`src/logic/iarb_pkg.sv`:
```
// ==========================================================
// Instruction-bus arbiter shared definitions
// Port count, port index type and bus command codes
// ==========================================================
package iarb_pkg;

  // ========================================================
  // Port count
  // ========================================================

  // Requesting ports, port 0 has the highest priority
  localparam int NUM_PORTS = 5;

  // ========================================================
  // Types
  // ========================================================

  // Port index, legal values 0 to NUM_PORTS-1
  typedef logic [2:0] port_idx_t;

  // Command code carried with every beat
  // LOCK keeps the bus on the issuing port until UNLOCK
  typedef enum logic [1:0] {
    CMD_READ   = 2'b00,
    CMD_WRITE  = 2'b01,
    CMD_UNLOCK = 2'b10,
    CMD_LOCK   = 2'b11
  } cmd_t;

endpackage
```
`src/logic/iarb_top.sv`:
```
// ==========================================================
// Instruction-bus arbiter top level
// Five requesting ports share one initiator bus, responses
// return to ports in issue order
// ==========================================================
`timescale 1ns/1ps

module iarb_top #(
  parameter int ADDR_W     = 32,
  parameter int DATA_W     = 32,
  parameter int FIFO_DEPTH = 4
) (
  input  logic                                         clk,
  input  logic                                         rst_a,
  // Requesting ports
  input  logic [iarb_pkg::NUM_PORTS-1:0]               i_t_cmdval,
  input  iarb_pkg::cmd_t [iarb_pkg::NUM_PORTS-1:0]     i_t_cmd,
  input  logic [iarb_pkg::NUM_PORTS-1:0]               i_t_eop,
  input  logic [iarb_pkg::NUM_PORTS-1:0][ADDR_W-1:0]   i_t_addr,
  input  logic [iarb_pkg::NUM_PORTS-1:0][DATA_W-1:0]   i_t_wdata,
  input  logic [iarb_pkg::NUM_PORTS-1:0]               i_t_rspack,
  output logic [iarb_pkg::NUM_PORTS-1:0]               o_t_cmdack,
  output logic [iarb_pkg::NUM_PORTS-1:0]               o_t_rspval,
  output logic [DATA_W-1:0]                            o_t_rdata,
  output logic                                         o_t_reop,
  // Initiator bus
  output logic                                         o_m_cmdval,
  output iarb_pkg::cmd_t                               o_m_cmd,
  output logic                                         o_m_eop,
  output logic [ADDR_W-1:0]                            o_m_addr,
  output logic [DATA_W-1:0]                            o_m_wdata,
  output logic                                         o_m_rspack,
  input  logic                                         i_m_cmdack,
  input  logic                                         i_m_rspval,
  input  logic                                         i_m_reop,
  input  logic [DATA_W-1:0]                            i_m_rdata,
  // Status
  output logic                                         o_busy
);

  iarb_pkg::port_idx_t cmd_sel;
  iarb_pkg::port_idx_t fifo_head;
  iarb_pkg::port_idx_t rsp_sel;
  logic                cmd_inhibit;
  logic                fifo_load;
  logic                fifo_full;
  logic                fifo_empty;
  logic                rsp_unload;

  // ========================================================
  // Command path
  // ========================================================

  cmd_arbiter u_cmd_arbiter (
    .clk          (clk),
    .rst_a        (rst_a),
    .i_cmdval     (i_t_cmdval),
    .i_sel_cmdval (o_m_cmdval),
    .i_sel_cmd    (o_m_cmd),
    .i_sel_eop    (o_m_eop),
    .i_m_cmdack   (i_m_cmdack),
    .i_fifo_full  (fifo_full),
    .o_sel        (cmd_sel),
    .o_inhibit    (cmd_inhibit),
    .o_load       (fifo_load)
  );

  cmd_mux #(
    .ADDR_W (ADDR_W),
    .DATA_W (DATA_W)
  ) u_cmd_mux (
    .i_sel      (cmd_sel),
    .i_inhibit  (cmd_inhibit),
    .i_t_cmdval (i_t_cmdval),
    .i_t_cmd    (i_t_cmd),
    .i_t_eop    (i_t_eop),
    .i_t_addr   (i_t_addr),
    .i_t_wdata  (i_t_wdata),
    .i_m_cmdack (i_m_cmdack),
    .o_m_cmdval (o_m_cmdval),
    .o_m_cmd    (o_m_cmd),
    .o_m_eop    (o_m_eop),
    .o_m_addr   (o_m_addr),
    .o_m_wdata  (o_m_wdata),
    .o_t_cmdack (o_t_cmdack)
  );

  // ========================================================
  // Packet tracking and response path
  // ========================================================

  pkt_track_fifo #(
    .FIFO_DEPTH (FIFO_DEPTH)
  ) u_pkt_track_fifo (
    .clk      (clk),
    .rst_a    (rst_a),
    .i_load   (fifo_load),
    .i_din    (cmd_sel),
    .i_unload (rsp_unload),
    .o_head   (fifo_head),
    .o_full   (fifo_full),
    .o_empty  (fifo_empty)
  );

  // Bypass to the live grant when nothing is outstanding
  assign rsp_sel = fifo_empty ? cmd_sel : fifo_head;

  rsp_switch u_rsp_switch (
    .i_rsp_sel  (rsp_sel),
    .i_m_rspval (i_m_rspval),
    .i_m_reop   (i_m_reop),
    .i_t_rspack (i_t_rspack),
    .o_t_rspval (o_t_rspval),
    .o_m_rspack (o_m_rspack),
    .o_unload   (rsp_unload)
  );

  // Read data and end flag are shared, valid picks the owner
  assign o_t_rdata = i_m_rdata;
  assign o_t_reop  = i_m_reop;

  // Busy while any packet awaits its response
  assign o_busy = !fifo_empty;

endmodule

```
`src/logic/rsp_switch.sv`:
```
// ==========================================================
// Response switch
// Routes response valid to the owning port, returns its
// acknowledge and flags the end of each response
// ==========================================================
`timescale 1ns/1ps

module rsp_switch (
  input  iarb_pkg::port_idx_t            i_rsp_sel,
  input  logic                           i_m_rspval,
  input  logic                           i_m_reop,
  input  logic [iarb_pkg::NUM_PORTS-1:0] i_t_rspack,
  output logic [iarb_pkg::NUM_PORTS-1:0] o_t_rspval,
  output logic                           o_m_rspack,
  output logic                           o_unload
);

  // ========================================================
  // Valid switch and ack multiplexer
  // ========================================================

  // Only the owning port sees the response
  always_comb
  begin
    o_t_rspval = '0;
    o_t_rspval[i_rsp_sel] = i_m_rspval;
  end

  // Owning port's ack goes back with no delay
  assign o_m_rspack = i_t_rspack[i_rsp_sel];

  // ========================================================
  // Retirement
  // ========================================================

  // Last response beat accepted, drop the FIFO head
  assign o_unload = i_m_rspval && o_m_rspack && i_m_reop;

  always_comb
  begin
    a_rspval_onehot: assert final ($onehot0(o_t_rspval))
      else $error("response valid routed to more than one port");
  end

endmodule

```
`src/logic/pkt_track_fifo.sv`:
```
// ==========================================================
// Packet tracking FIFO
// Shift-register queue of port indices for packets issued
// and not yet answered, head is the oldest packet
// ==========================================================
`timescale 1ns/1ps

module pkt_track_fifo #(
  parameter int FIFO_DEPTH = 4
) (
  input  logic                clk,
  input  logic                rst_a,
  input  logic                i_load,
  input  iarb_pkg::port_idx_t i_din,
  input  logic                i_unload,
  output iarb_pkg::port_idx_t o_head,
  output logic                o_full,
  output logic                o_empty
);

  // Counter holds 0 to FIFO_DEPTH inclusive
  localparam int CNT_W = $clog2(FIFO_DEPTH + 1);

  iarb_pkg::port_idx_t slot_r [FIFO_DEPTH];
  logic [CNT_W-1:0]    count_r;
  logic [CNT_W-1:0]    wr_ptr;
  logic                wr_en;

  // ========================================================
  // Write position
  // ========================================================

  // One slot lower when the queue shifts in the same cycle
  assign wr_ptr = i_unload ? (count_r - 1'b1) : count_r;

  // Load and unload on an empty queue retire each other
  assign wr_en = i_load && !(i_unload && o_empty);

  // ========================================================
  // Storage
  // ========================================================

  always_ff @(posedge clk)
  begin
    // Shift toward the head on unload
    if (i_unload)
    begin
      for (int i = 0; i < FIFO_DEPTH - 1; i++)
      begin
        slot_r[i] <= slot_r[i+1];
      end
    end
    // New entry overrides the shifted value in its slot
    for (int i = 0; i < FIFO_DEPTH; i++)
    begin
      if (wr_en && (wr_ptr == CNT_W'(i)))
      begin
        slot_r[i] <= i_din;
      end
    end
  end

  // Occupancy, unchanged on simultaneous load and unload
  always_ff @(posedge clk or posedge rst_a)
  begin
    if (rst_a)
    begin
      count_r <= '0;
    end
    else if (i_load && !i_unload)
    begin
      count_r <= count_r + 1'b1;
    end
    else if (i_unload && !i_load)
    begin
      count_r <= count_r - 1'b1;
    end
  end

  assign o_head  = slot_r[0];
  assign o_full  = (count_r == CNT_W'(FIFO_DEPTH));
  assign o_empty = (count_r == '0);

  a_no_overflow: assert property (@(posedge clk) disable iff (rst_a)
    (i_load && o_full) |-> i_unload)
    else $error("packet FIFO loaded while full");

  // Response in the issue cycle of the only packet is bypass
  a_no_underflow: assert property (@(posedge clk) disable iff (rst_a)
    (i_unload && o_empty) |-> i_load)
    else $error("packet FIFO unloaded while empty");

endmodule

```
`src/logic/cmd_mux.sv`:
```
// ==========================================================
// Command multiplexer
// Steers the granted port's beat to the initiator and
// returns the initiator acknowledge to that port only
// ==========================================================
`timescale 1ns/1ps

module cmd_mux #(
  parameter int ADDR_W = 32,
  parameter int DATA_W = 32
) (
  input  iarb_pkg::port_idx_t                          i_sel,
  input  logic                                         i_inhibit,
  input  logic [iarb_pkg::NUM_PORTS-1:0]               i_t_cmdval,
  input  iarb_pkg::cmd_t [iarb_pkg::NUM_PORTS-1:0]     i_t_cmd,
  input  logic [iarb_pkg::NUM_PORTS-1:0]               i_t_eop,
  input  logic [iarb_pkg::NUM_PORTS-1:0][ADDR_W-1:0]   i_t_addr,
  input  logic [iarb_pkg::NUM_PORTS-1:0][DATA_W-1:0]   i_t_wdata,
  input  logic                                         i_m_cmdack,
  output logic                                         o_m_cmdval,
  output iarb_pkg::cmd_t                               o_m_cmd,
  output logic                                         o_m_eop,
  output logic [ADDR_W-1:0]                            o_m_addr,
  output logic [DATA_W-1:0]                            o_m_wdata,
  output logic [iarb_pkg::NUM_PORTS-1:0]               o_t_cmdack
);

  // ========================================================
  // Command fields
  // ========================================================

  // Valid is the only field gated by back-pressure
  assign o_m_cmdval = !i_inhibit && i_t_cmdval[i_sel];
  assign o_m_cmd    = i_t_cmd[i_sel];
  assign o_m_eop    = i_t_eop[i_sel];
  assign o_m_addr   = i_t_addr[i_sel];
  assign o_m_wdata  = i_t_wdata[i_sel];

  // ========================================================
  // Acknowledge switch
  // ========================================================

  // No port sees an ack while a new packet is blocked
  always_comb
  begin
    o_t_cmdack = '0;
    if (!i_inhibit)
    begin
      o_t_cmdack[i_sel] = i_m_cmdack;
    end
  end

  always_comb
  begin
    a_cmdack_onehot: assert final ($onehot0(o_t_cmdack))
      else $error("command ack driven to more than one port");
  end

endmodule

```
`src/logic/cmd_arbiter.sv`:
```
// ==========================================================
// Command arbiter
// Fixed-priority winner, ARB/HOLD packet state machine
// and bus lock register, drives select and FIFO load
// ==========================================================
`timescale 1ns/1ps

module cmd_arbiter (
  input  logic                           clk,
  input  logic                           rst_a,
  input  logic [iarb_pkg::NUM_PORTS-1:0] i_cmdval,
  input  logic                           i_sel_cmdval,
  input  iarb_pkg::cmd_t                 i_sel_cmd,
  input  logic                           i_sel_eop,
  input  logic                           i_m_cmdack,
  input  logic                           i_fifo_full,
  output iarb_pkg::port_idx_t            o_sel,
  output logic                           o_inhibit,
  output logic                           o_load
);

  // Arbitration state, HOLD while a packet is in flight
  typedef enum logic {
    ST_ARB  = 1'b0,
    ST_HOLD = 1'b1
  } state_t;

  state_t              state_r;
  state_t              state_next;
  logic                lock_r;
  logic                lock_next;
  iarb_pkg::port_idx_t arb_win;
  iarb_pkg::port_idx_t hold_r;
  iarb_pkg::port_idx_t hold_next;
  logic                new_pkt;
  logic                pkt_end;

  // ========================================================
  // Priority encoder
  // ========================================================

  // Scan downward so the lowest valid port is written last
  always_comb
  begin
    arb_win = '0;
    for (int i = iarb_pkg::NUM_PORTS - 1; i >= 0; i--)
    begin
      if (i_cmdval[i])
      begin
        arb_win = iarb_pkg::port_idx_t'(i);
      end
    end
  end

  // First beat of a packet accepted into tracking
  assign new_pkt = (state_r == ST_ARB) && i_sel_cmdval && !i_fifo_full;

  // Acknowledged end-of-packet beat
  assign pkt_end = i_sel_cmdval && i_m_cmdack && i_sel_eop;

  // ========================================================
  // Next state, winner hold and lock
  // ========================================================

  always_comb
  begin
    state_next = state_r;
    lock_next  = lock_r;
    hold_next  = hold_r;
    case (state_r)
      ST_ARB:
      begin
        // Stay in ARB only for a single-beat packet acked now
        if (new_pkt && !pkt_end)
        begin
          state_next = ST_HOLD;
        end
        // Track live winner unless the bus is locked
        if (!lock_r)
        begin
          hold_next = arb_win;
        end
        // Lock and unlock take effect on a packet's first beat
        if (new_pkt)
        begin
          if (!lock_r && (i_sel_cmd == iarb_pkg::CMD_LOCK))
          begin
            lock_next = 1'b1;
          end
          else if (lock_r && (i_sel_cmd == iarb_pkg::CMD_UNLOCK))
          begin
            lock_next = 1'b0;
          end
        end
      end
      ST_HOLD:
      begin
        // Release after the last beat is acknowledged
        if (pkt_end)
        begin
          state_next = ST_ARB;
        end
      end
    endcase
  end

  always_ff @(posedge clk or posedge rst_a)
  begin
    if (rst_a)
    begin
      state_r <= ST_ARB;
      lock_r  <= 1'b0;
      hold_r  <= '0;
    end
    else
    begin
      state_r <= state_next;
      lock_r  <= lock_next;
      hold_r  <= hold_next;
    end
  end

  // ========================================================
  // Control outputs
  // ========================================================

  // Block only a new packet, an ongoing one runs to its end
  assign o_inhibit = (state_r == ST_ARB) && i_fifo_full;

  // Registered winner while holding or locked
  assign o_sel = ((state_r == ST_HOLD) || lock_r) ? hold_r : arb_win;

  assign o_load = new_pkt;

  // Select must always name a real port
  a_sel_range: assert property (@(posedge clk) disable iff (rst_a)
    o_sel < iarb_pkg::NUM_PORTS)
    else $error("arbiter select out of port range");

endmodule

```
`config.mk`:
```
export PLATFORM = sky130hd
export DESIGN_NAME = iarb_top
export DESIGN_NICKNAME = d
export VERILOG_FILES = /design/src/logic/iarb_pkg.sv /design/src/logic/iarb_top.sv /design/src/logic/rsp_switch.sv /design/src/logic/pkt_track_fifo.sv /design/src/logic/cmd_mux.sv /design/src/logic/cmd_arbiter.sv
export SDC_FILE = /design/constraint.sdc
export NUM_CORES = 1
export LEC_CHECK = 0
export ABC_CLOCK_PERIOD_IN_PS = 3520
export BUFFER_PORTS_ARGS = -buffer_cell sky130_fd_sc_hd__buf_2
export CAP_MARGIN = 20
export CORE_AREA = 3 3 190 192
export DETAILED_ROUTE_END_ITERATION = 16
export DIE_AREA = 0 0 193 195
export GPL_TIMING_DRIVEN = 0
export PLACE_DENSITY = 0.42
export SYNTH_ARGS = -nofsm -noshare
export SYNTH_HDL_FRONTEND = slang
export SYNTH_SLANG_ARGS = --single-unit
```
`constraint.sdc`:
```
create_clock -name clk -period 3.52 [get_ports clk]
set_input_delay 0.704 -clock clk [delete_from_list [all_inputs] [get_ports clk]]
set_output_delay 0.704 -clock clk [all_outputs]
set_load 0.05 [all_outputs]
```
# Word-level counts from Yosys, hierarchy flattened
# Memories as Yosys holds them, arrays and structs flattened.
# Cells that the tools add are included.
[word_totals]
n_memories = 1
register_bits = 8
in_bits = 382
mem_bits_rw = 12
elab_cells = 109
[memory_table]
columns = ["memory", "depth", "width", "rd", "rd_clocked_by_memory_dff", "write_ports", "line_no", "source"]
rows = [
  ["u_pkt_track_fifo.slot_r", 4, 3, 4, 0, 3, "pkt_track_fifo.sv:24", "iarb_pkg::port_idx_t slot_r [FIFO_DEPTH];"],
]
[classes]
addsub = 2
muxes = 48
n_lt_le_gt_ge = 4
reduce_logical = 37
n_bitwise = 7
eq_ne = 6
[ops]
columns = ["cell", "count"]
rows = [
  ["32-bit binary-select mux with 3-bit select", 2],
  ["32-bit two-way mux", 2],
  ["3-bit two-way mux", 14],
  ["1-bit logical AND", 21],
  ["1-bit two-way mux", 20],
  ["5-bit bitwise AND", 2],
  ["1-bit binary-select mux with 3-bit select", 3],
  ["1-bit zero test", 8],
  ["3-bit by 4-bit < comparator with 1-bit output (second input constant)", 2],
  ["2-bit binary-select mux with 3-bit select", 1],
  ["1-bit demux with 3-bit select", 2],
  ["3-bit by 2-bit equality test with 1-bit output (second input constant)", 2],
  ["3-bit by 1-bit >= comparator with 1-bit output (second input constant)", 2],
  ["3-bit zero test", 2],
  ["5-bit two-way mux", 1],
  ["2-bit equality test (second input constant)", 2],
  ["2-bit two-way mux", 2],
  ["2-bit nonzero test", 2],
  ["3-bit by 1-bit adder with 3-bit output (second input constant)", 1],
  ["3-bit by 1-bit equality test with 1-bit output (second input constant)", 1],
  ["3-bit equality test (second input constant)", 1],
  ["1-bit OR", 3],
  ["3-bit AND reduction", 1],
  ["3-bit OR reduction", 1],
  ["5 further kinds", 6],
]

# Logic depth before layout (Yosys ltp)
# Gate-level depths: netlist of run 1.
[logic_depth]
ltp_word = 19
mapped_depth = 14

# Modules after synthesis
# A second synthesis of run 1 with hierarchy kept.
[hier_totals]
hier_cells = 480
area_unflattened_um2 = 3945.0
[by_module_without_submodules]
columns = ["module", "seq_area_each_um2", "instances", "area_per_inst_um2", "cells_each"]
rows = [
  ["cmd_mux", 0.0, 1, 2498.6, 342],
  ["pkt_track_fifo", 435.4, 1, 788.3, 60],
  ["iarb_top", 0.0, 1, 285.3, 37],
  ["cmd_arbiter", 125.1, 1, 256.5, 24],
  ["rsp_switch", 0.0, 1, 116.4, 17],
]

# Least setup slack after synthesis of run 1
# Ideal clock, no wire load.
[synth_path]
kind = "in2out"
start = "in i_t_cmdval[3] (netlist name)"
end = "out o_m_addr[0]"
arrival_ps = 3157
path_stages = 7
path_buffers = 2
required_ps = 2816
setup_slack_ps = -341
path_cell_list = "nor2b_1 o21a_1 nor2_2 clkbuf_1 buf_1 mux2i_1 o221ai_1"
[synth_via]
elab_chain_len = 7
[synth_lines]
columns = ["element", "line_no", "source"]
rows = [
  ["start: declaration", "iarb_top.sv:16", "input logic [iarb_pkg::NUM_PORTS-1:0] i_t_cmdval,"],
  ["3-bit two-way mux (4 in a row)", "cmd_arbiter.sv:48", "if (i_cmdval[i])"],
  ["3-bit two-way mux", "cmd_arbiter.sv:131", "assign o_sel = ((state_r == ST_HOLD) || lock_r) ? hold_r : arb_win;"],
  ["32-bit binary-select mux with 3-bit select", "cmd_mux.sv:36", "assign o_m_addr = i_t_addr[i_sel];"],
  ["32-bit two-way mux (implied by the code)", "cmd_mux.sv:36", ""],
  ["end: declaration", "iarb_top.sv:30", "output logic [ADDR_W-1:0] o_m_addr,"],
]
# No other way between the ends. The select of a mux whose other input is x is not followed.

==> metrics.yaml, run 1 <==
drt:
  first_pass_iters: 5
  drtIter0Drc: 168
  viasPerCell: 4.07
  routed-via-count: 5820
  drc_errors: 0
  antenna_left: 0
  routed_wirelength_mm: 28.3
  wl_per_cell_microns: 19.8
final_layout:
  layout-drive-gt1-share_pct: 71.0
  nets: 1361
  syn_to_final_growth_pct: 118
  utilization_pct: 25.5
power_and_ir_drop:
  p_leak_uw: 0.00413
  p_per_area_nw_per_um2: 985
  peakVddDrop_uv: 399
synth:
  synth_cells: 494
  yosysUniqueCellTypes: 56
  yosysMostFrequentCell: "mux2i_1"
  ys.flop_type: "edfxtp_1"
  synth_warnings: 0
  synth_common_cells: "135 x mux2i_1, 76 x nand2_1, 66 x o221ai_1"
  synth_top_area_share_pct: 33.5
  ys_ff_latch: 20
  synthesis.nets: 880
  synth.cell_area_sq_um: 4040
  avgSynthCellArea_sq_um: 8.18
  ys_seq_area_share_pct: 13.9
  synthTopCellsByArea: "mux2i_1 33%, o221ai_1 14%, edfxtp_1 8.9%"
  synthArstFlopShare_pct: 40.0
  yosysTopAreaCell: "mux2i_1"
  synth-edff-count: 12
die:
  rows: 68
  core_area_sq_um: 34500
  ios: 495
  start_util_pct: 11.7
  die_h_microns: 195
  die_area_sq_um: 37600
  die_w_microns: 193
sta:
  rsz0062_at_grt: "yes"
  final.period_utilization_pct: 98.0
  maxSlewViolCount: 0
  fmaxAchievable_mhz: 290
  fin_hold_ws_ns: 0.423
  worst_pin_slew_ns: 0.924
  setup_tns_ns: 0
  finalHoldViolations: 0
  fin_crit_ns: 3.45
  final-setup-viol-count: 0
  timing.final.ws_setup_ns: 0.0700
  relSlewSlack_pct: 37.7
  fin_worst_skew_ns: 0.00667
clock_tree:
  cts_root_buf: "clkbuf_16"
  htree_levels: 1
  clk_pin_slew_ns: 0.06
  cts_tree: "done"
  clock_latency_ns: 0.26
  hold_buffers: 0
  cts.sinks: 20
  cts_made_buffers: 3
  cts_max_path_buffers: 2
global_routing:
  antenna_found_initial: 3
  grt.total_usage_pct: 13.8
  grt_pass1_wl_mm: 39.2
  grt.overflow.total: 0
  grt_max_degree: 12
  grt_pass1_vias: 6221
critical_path:
  r2r-start: "u_pkt_track_fifo.count_r[0]$_DFFE_PP0P_"
  cp.required_ns: 3.52
  worstSetupPathType: "input port to flop"
  endpoint_kind: "flop"
  worstPathMaxFanout: 7
  startpoint: "i_t_cmdval[0]"
  cp-start-kind: "input port"
  worstPathArrival_ns: 3.45
min_path:
  hp-class: "input port to asynchronous set/reset pin"
outcome:
  status: "finished, final reports clean"
placement:
  routabilityCongestion: 0.855
  post-place-ws_ns: -1.50
  port_buffers: 462
  dp_hpwl_mm: 24.6
flow_run:
  max_cap_violations: 0
power by group:
part | total (uW) | internal (uW) | switching, uW
Combinational | 8060 | 2970 | 5090
Clock | 240 | 152 | 88.3
Sequential | 382 | 326 | 56.4
cells by family (layout without fill, tap and decap cells):
group / after synthesis / after routing / share of synthesized area, %
buffers and inverters: 85 / 565 / 11.1
adders and majority gates: 4 / 4 / 1.24
muxes: 145 / 145 / 36.2
AOI/OAI and AO/OA: 112 / 112 / 23.1
other: 0 / 1 / 0
DFF: 20 / 20 / 13.9
xor gates and xnor gates: 3 / 3 / 0.651
and+or+nand+nor: 125 / 125 / 13.8
repair_timing:
| action | in CTS | in global routing |
|---|---|---|
| gates resized for setup | 140 | 73 |
| pin swaps | 4 | 4 |
| setup buffers | 8 | 3 |
| setup endpoints to repair | 93 | 84 |
layout by cell type, fill, tap and decap left out, types with 4 or more instances in the layout:
| cell | synthesis | final |
|---|---|---|
| buf_4 | 33 | 63 |
| buf_6 | 0 | 32 |
| nor3_1 | 10 | 10 |
| o21ai_0 | 4 | 4 |
| clkbuf_8 | 0 | 5 |
| nand2_1 | 76 | 76 |
| o221ai_2 | 0 | 10 |
| clkbuf_4 | 0 | 9 |
| a21oi_1 | 7 | 5 |
| mux2i_2 | 0 | 47 |
| dfrtp_1 | 8 | 7 |
| inv_1 | 11 | 10 |
| nand3_1 | 4 | 4 |
| o221ai_4 | 0 | 54 |
| clkbuf_2 | 0 | 8 |
| mux2_1 | 9 | 8 |
| mux2i_1 | 135 | 87 |
| buf_8 | 0 | 5 |
| edfxtp_1 | 12 | 12 |
| buf_2 | 3 | 424 |
| nor2_1 | 12 | 9 |
| a21oi_4 | 1 | 5 |
stage by stage:
step | std cells | power, uW | area, sq um
after floorplan | 494 | 5850 | 5060
after CTS | 1426 | 8500 | 8520
after global placement | 1411 | 7600 | 7940
final | 1430 | 8680 | 8820
after detailed placement | 1414 | 7670 | 7990
after global routing | 1429 | 9130 | 8820
state kept, by name, indices dropped and copies added, names as in the netlist:
signal	count
u_cmd_arbiter.lock_r	1
u_pkt_track_fifo.slot_r	12
u_cmd_arbiter.state_r	1
u_cmd_arbiter.hold_r	3
u_pkt_track_fifo.count_r	3
worst paths after layout:
path | slack [ns] | to | cells after the start
worst max-delay path | 0.07 | u_pkt_track_fifo.slot_r[0][1]$_DFFE_PP_ | 10
worst min-delay path | 0.42 | u_pkt_track_fifo.count_r[1]$_DFFE_PP0P_ | 2
worst max register to register | 0.14 | u_pkt_track_fifo.slot_r[0][1]$_DFFE_PP_ | 10
worst min register to register | 0.53 | u_pkt_track_fifo.slot_r[2][0]$_DFFE_PP_ | 1
max in group asynchronous | 2.79 | u_pkt_track_fifo.count_r[0]$_DFFE_PP0P_ | 2
min in group clk | 0.53 | u_pkt_track_fifo.slot_r[2][0]$_DFFE_PP_ | 1
routing by layer:
| metal | global-route usage (%) | part of all wire, % | vias up |
|---|---|---|---|
| li1 | - | - | 2846 |
| met2 | 25.7 | 53 | 251 |
| met3 | 1.74 | 5.8 | 12 |
| met5 | 0 | 0.028 | - |
| met4 | 1.55 | 0.72 | 2 |
| met1 | 17.3 | 40 | 2709 |
critical path, cell delays in order:
cell	delay (ns)
buf_2	0.14
or4_4	0.57
o21a_4	0.23
buf_4	0.16
a21oi_4	0.16
nand2_1	0.11
o211a_4	0.28
or4_4	0.53
a21oi_4	0.22
mux2_1	0.34
area by class of cell:
cell class	instances	area [sq um]
Multi-Input combinational cell	389	4340
Fill cell	3822	25700
Clock buffer	3	75.1
Inverter	14	55.1
Buffer	71	564
Antenna cell	1	2.50
Timing Repair Buffer	476	2650
Sequential cell	20	562
Clock inverter	1	3.75
Tap cell	455	569
(Power assumes the default switching activity.)
==> run 2, diff against run 1 <==
--- a/config.mk
+++ b/config.mk
@@ -6,13 +6,12 @@
 export NUM_CORES = 1
 export LEC_CHECK = 0
 export ABC_CLOCK_PERIOD_IN_PS = 3520
-export BUFFER_PORTS_ARGS = -buffer_cell sky130_fd_sc_hd__buf_2
 export CAP_MARGIN = 20
-export CORE_AREA = 3 3 190 192
+export CORE_AREA = 8 8 188 190
 export DETAILED_ROUTE_END_ITERATION = 16
-export DIE_AREA = 0 0 193 195
+export DIE_AREA = 0 0 196 198
+export DONT_BUFFER_PORTS = 1
 export GPL_TIMING_DRIVEN = 0
-export PLACE_DENSITY = 0.42
 export SYNTH_ARGS = -nofsm -noshare
 export SYNTH_HDL_FRONTEND = slang
 export SYNTH_SLANG_ARGS = --single-unit
==> run 2 against run 1 <==
  * Fmax grew 0.59%
  * Clock power grew 31%
  * Combinational power shrank 12%
  * Cell count shrank 35%
  * Global-route usage shrank 1.7 points
  * Die area grew 3.1%
  * Via count shrank 22%
  * First-iteration DRC count grew 51%
  * Clock skew shrank 0.0033 ns
  * Critical path depth grew 1
  * Non-clock buffer count shrank 455
  * Sequential power grew 2%
  * Highest routed layer is now met4
==> metrics.yaml, run 2 (synthesis results as in run 1) <==
sta:
  final-setup-viol-count: 0
  final.period_utilization_pct: 97.4
  rsz0062_at_grt: "yes"
  setup_tns_ns: 0
  maxSlewViolCount: 0
  fmaxAchievable_mhz: 292
  fin_worst_skew_ns: 0.00342
  fin_crit_ns: 3.43
  relSlewSlack_pct: 36.6
  fin_hold_ws_ns: 0.300
  timing.final.ws_setup_ns: 0.0903
  worst_pin_slew_ns: 0.951
  finalHoldViolations: 0
clock_tree:
  htree_levels: 1
  cts_max_path_buffers: 2
  clk_pin_slew_ns: 0.06
  hold_buffers: 0
  cts_tree: "done"
  cts_root_buf: "clkbuf_16"
  cts.sinks: 20
  cts_made_buffers: 3
  clock_latency_ns: 0.26
drt:
  routed-via-count: 4559
  first_pass_iters: 4
  wl_per_cell_microns: 28.7
  routed_wirelength_mm: 26.6
  viasPerCell: 4.91
  drtIter0Drc: 253
  antenna_left: 0
  drc_errors: 0
final_layout:
  final_cell_mix: "121 x mux2i_1, 76 x nand2_1, 64 x o221ai_4"
  syn_to_final_growth_pct: 56.8
  layout.cells.non_filler: 929
  regMostFlops: "u_pkt_track_fifo.slot_r"
  regArea_sq_um: 563
  nets: 906
  final_common_cell: "mux2i_1"
  largest_register_ffs: 12
  top_regs: "u_pkt_track_fifo.slot_r (12), u_cmd_arbiter.hold_r (3), u_pkt_track_fifo.count_r (3)"
  fill_cells: 3525
  layout-drive-gt1-share_pct: 39.7
  multi_input_area_sq_um: 4350
die:
  start_util_pct: 12.5
  core_area_sq_um: 32200
  die_w_microns: 196
  rows: 66
  die_h_microns: 198
  die_area_sq_um: 38800
  ios: 495
min_path:
  hp-class: "input port to asynchronous set/reset pin"
global_routing:
  grt_pass1_vias: 4933
  grt.total_usage_pct: 12.1
  grt_use_met3_pct: 4.09
  met2_usage_pct: 21.9
  grt.overflow.total: 0
  grt.met1_usage_pct: 13.9
  top_usage_layer: "met2"
  grt_pass1_wl_mm: 35.7
  grt_max_degree: 13
  antenna_found_initial: 2
critical_path:
  r2r-start: "u_cmd_arbiter.state_r$_DFF_PP0_"
  cpMaxStageDelayCell: "a311o_2"
  cp-start-kind: "flop"
  cp.required_ns: 3.52
  worstPathArrival_ns: 3.43
  endpoint_kind: "flop"
  path_buf_inv: 3
  worstPathMaxFanout: 10
  timing.reg2reg.setup_slack_ns: 0.09
  crit_family: "compound AO/OA/AOI/OAI gates"
  cp_cell_sequence: "buf_4, o21a_4, a31oi_4, inv_4, a41o_1, a221o_1, clkinv_4, o311ai_1, a311o_2, a21oi_4, mux2_1"
  worstSetupPathType: "flop to flop"
  reg2reg_depth: 11
  cp_slowest_stage_delay_ns: 0.47
  rr_endpoint: "u_pkt_track_fifo.slot_r[0][1]$_DFFE_PP_"
placement:
  routabilityCongestion: 0.888
  post-place-ws_ns: -1.25
  dp_hpwl_mm: 23.7
  port_buffers: 0
  dpl.cell_count: 914
power_and_ir_drop:
  p_per_area_nw_per_um2: 1230
  peakVddDrop_uv: 520
  p_leak_uw: 0.00240
  power_uw: 7790
flow_run:
  max_cap_violations: 0
outcome:
  status: "finished, final reports clean"
## run 2: cell count changes in the layout (fill, tap and decap cells not counted), moves of 3 or more
cell and change:
clkbuf_8 -4, mux2i_2 -36, mux2i_1 +34, buf_2 -419, o221ai_4 +10, o221ai_2 -9, buf_6 -28, inv_1 -3
buf_4 -8
## run 2: worst max path at each step
stage,start,endpoint,slack (ns),depth (start not counted)
finish,u_cmd_arbiter.state_r$_DFF_PP0_,u_pkt_track_fifo.slot_r[0][1]$_DFFE_PP_,0.09,11
global route,u_cmd_arbiter.state_r$_DFF_PP0_,u_pkt_track_fifo.slot_r[0][1]$_DFFE_PP_,-0.03,11
CTS,u_cmd_arbiter.lock_r$_DFFE_PP0P_,o_m_addr[12],0.0009,8
detailed placement,i_t_cmdval[3],o_m_wdata[25],-1.25,7
global placement,i_t_cmdval[3],o_m_addr[18],-1.29,7
floorplan,i_t_cmdval[0],o_t_cmdack[2],-0.30,6
## run 2: cell type report
cell class,instances,share of cell area [%]
multi-input combinational,389,68.7
timing repair buffer,21,3.32
inverter,14,1.09
clock inverter,1,0.474
buffer,71,8.18
sequential,20,8.89
antenna,2,0.0791
clock buffer,3,1.19
tap,408,8.06
## run 2: metrics by stage
step	utilization [%]	instance area (sq um)
floorplan	-	5060
global placement	17.3	5570
detailed placement	17.7	5700
CTS	19.2	6190
global route	19.6	6330
finish	19.7	6330
## run 2: repair_timing
item | in CTS | in global routing
buffers inserted | 3 | 5
pin swaps | 7 | 5
setup endpoints to repair | 95 | 82
gates resized for setup | 86 | 40
gates cloned | 0 | 0
## run 2: where the power goes
part | internal [uW] | switching [uW] | leakage, uW
sequential | 327 | 62.3 | 0.000206
clock | 226 | 88.3 | 0.0000511
combinational | 2180 | 4900 | 0.00214
## run 2: routing by layer
layer / vias to the layer above / part of all wire, %
li1: 1952 / -
met1: 2279 / 37
met2: 317 / 53
met3: 11 / 9.1
met4: 0 / 1.2
met5: - / 0
==> run 3, diff against run 2 <==
--- a/config.mk
+++ b/config.mk
@@ -5,11 +5,11 @@
 export SDC_FILE = /design/constraint.sdc
 export NUM_CORES = 1
 export LEC_CHECK = 0
-export ABC_CLOCK_PERIOD_IN_PS = 3520
+export ABC_CLOCK_PERIOD_IN_PS = 2750
 export CAP_MARGIN = 20
-export CORE_AREA = 8 8 188 190
+export CORE_AREA = 8 8 186 188
 export DETAILED_ROUTE_END_ITERATION = 16
-export DIE_AREA = 0 0 196 198
+export DIE_AREA = 0 0 194 196
 export DONT_BUFFER_PORTS = 1
 export GPL_TIMING_DRIVEN = 0
 export SYNTH_ARGS = -nofsm -noshare
==> constraint.sdc (replaced) <==
create_clock -name clk -period 2.75 [get_ports clk]
set_input_delay 0.55 -clock clk [delete_from_list [all_inputs] [get_ports clk]]
set_output_delay 0.55 -clock clk [all_outputs]
set_load 0.02 [all_outputs]
==> run 3 against run 2 <==
  * The run now ends with setup timing left
  * Fmax up 7.3%
  * Total power up 35%
  * Clock power up 31%
  * Clock skew about the same
  * Sequential share of layout area down 2.1 points
  * Critical path depth down 1
  * Highest routed layer unchanged
==> metrics.yaml, run 3 (synthesis results as in run 1) <==
outcome:
  status: "finished, violations left"
  violations: "setup timing"
final_layout:
  top_regs: "u_pkt_track_fifo.slot_r (12), u_cmd_arbiter.hold_r (3), u_pkt_track_fifo.count_r (3)"
  regMostFlops: "u_pkt_track_fifo.slot_r"
  syn_to_final_growth_pct: 104
  diodes: 0
  nets: 960
  largest_register_ffs: 12
  final_cell_mix: "78 x mux2i_1, 66 x buf_4, 65 x o221ai_4"
  utilization_pct: 25.9
  layout-drive-gt1-share_pct: 69.6
  final_common_cell: "mux2i_1"
die:
  die_area_sq_um: 38000
  die_h_microns: 196
  die_w_microns: 194
  ios: 495
  start_util_pct: 12.7
  core_area_sq_um: 31900
  rows: 66
sta:
  timing.final.ws_setup_ns: -0.447
  finalHoldViolations: 0
  final.period_utilization_pct: 116
  worst_pin_slew_ns: 0.624
  fmaxAchievable_mhz: 313
  fin_worst_skew_ns: 0.00319
  fin_crit_ns: 3.20
  maxSlewViolCount: 0
  relSlewSlack_pct: 58.1
  setup_tns_ns: -26.49
  final-setup-viol-count: 93
  rsz0062_at_grt: "yes"
drt:
  drtIter0Drc: 206
  antenna_left: 0
  first_pass_iters: 5
  viasPerCell: 4.94
  routed-via-count: 4849
  wl_per_cell_microns: 31.0
  routed_wirelength_mm: 30.4
  drc_errors: 0
flow_run:
  max_cap_violations: 0
clock_tree:
  hold_buffers: 0
  cts_max_path_buffers: 2
  cts_made_buffers: 3
  cts_root_buf: "clkbuf_16"
  clock_latency_ns: 0.26
  cts_tree: "done"
  clk_pin_slew_ns: 0.06
  cts.sinks: 20
  htree_levels: 1
global_routing:
  grt_pass1_wl_mm: 38.1
  grt_pass1_vias: 5252
  antenna_found_initial: 0
  grt_max_degree: 13
  grt.total_usage_pct: 13.4
  grt.overflow.total: 0
critical_path:
  cp-start-kind: "flop"
  worstSetupPathType: "flop to flop"
  endpoint_kind: "flop"
  reg2reg_depth: 10
  cp.required_ns: 2.76
  worstPathMaxFanout: 5
  worstPathArrival_ns: 3.21
placement:
  routabilityCongestion: 0.939
  dp_hpwl_mm: 22.9
  port_buffers: 0
power_and_ir_drop:
  peakVddDrop_uv: 610
  p_leak_uw: 0.00302
  p_per_area_nw_per_um2: 1270
min_path:
  hp-class: "input port to asynchronous set/reset pin"
==> run 3: cell count changes in the layout (fill, tap and decap cells not counted), moves of 9 or more <==
cell,delta
nand2_1,-60
nand2_2,+51
buf_6,+18
buf_12,+17
buf_4,+11
clkbuf_2,-9
clkbuf_16,+16
mux2i_1,-43
buf_16,+9
nand2_4,+9
mux2i_2,+36
==> run 3: repair_timing <==
action | CTS | global route
resized for setup | 217 | 184
setup buffers | 28 | 28
gates cloned | 8 | 12
pin swaps | 37 | 31
endpoints found under the setup margin | 104 | 101
==> run 3: layer usage <==
layer	global-route usage, %	part of all wire (%)	vias up
li1	-	-	2080
met1	15.0	38	2386
met2	24.7	52	360
met3	4.40	9.1	23
met4	2.09	1.2	0
met5	0	0	-
==> run 3: through the flow <==
step / hold WS [ns] / instances / setup WS (ns) / total power, uW / instance area, sq um
2_1_floorplan: 0.366 / 494 / -0.406 / 5550 / 4980
3_3_place_gp: 0.426 / 902 / -1.29 / 6750 / 5490
3_5_place_dp: 0.430 / 904 / -1.29 / 6830 / 5520
4_1_cts: 0.155 / 944 / -0.408 / 9500 / 7160
5_1_grt: 0.160 / 981 / -0.518 / 10900 / 8250
6_report: 0.147 / 981 / -0.447 / 10500 / 8250
==> run 3: report_power, final <==
part	internal [uW]	switching [uW]	total, uW	leakage (uW)
clock	289	121	410	0.0000511
combinational	4350	5220	9570	0.00277
sequential	420	78.8	499	0.000205
total	5060	5420	10500	0.00302
==> run 3: layout make-up <==
| type | count | area [sq um] |
|---|---|---|
| Buffer | 70 | 932 |
| Inverter | 14 | 83.8 |
| Clock inverter | 1 | 30.0 |
| Multi-Input combinational cell | 389 | 5020 |
| Timing Repair Buffer | 76 | 1030 |
| Fill cell | 3238 | 23600 |
| Tap cell | 408 | 510 |
| Clock buffer | 3 | 75.1 |
| Sequential cell | 20 | 564 |
==> run 3: path summary, 6_finish.rpt <==
kind	from	end	slack (ns)
setup / recovery	u_cmd_arbiter.state_r$_DFF_PP0_	u_pkt_track_fifo.slot_r[1][1]$_DFFE_PP_	-0.45
hold / removal	rst_a	u_pkt_track_fifo.count_r[1]$_DFFE_PP0P_	0.15
setup reg to reg	u_cmd_arbiter.state_r$_DFF_PP0_	u_pkt_track_fifo.slot_r[1][1]$_DFFE_PP_	-0.45
hold reg to reg	u_pkt_track_fifo.slot_r[3][2]$_DFFE_PP_	u_pkt_track_fifo.slot_r[2][2]$_DFFE_PP_	0.52
max in group asynchronous	rst_a	u_cmd_arbiter.state_r$_DFF_PP0_	2.31
min in group clk	i_m_cmdack	u_cmd_arbiter.state_r$_DFF_PP0_	0.38
==> run 3: worst max-delay path, cell delays in order (launching register included) <==
cell and delay (ns):
dfrtp_2 0.46, buf_6 0.14, or3_1 0.36, a21bo_2 0.20, a41o_1 0.22, a221o_1 0.38, inv_4 0.13, o311ai_1 0.10
a311o_2 0.42, a21oi_4 0.22, mux2_4 0.31
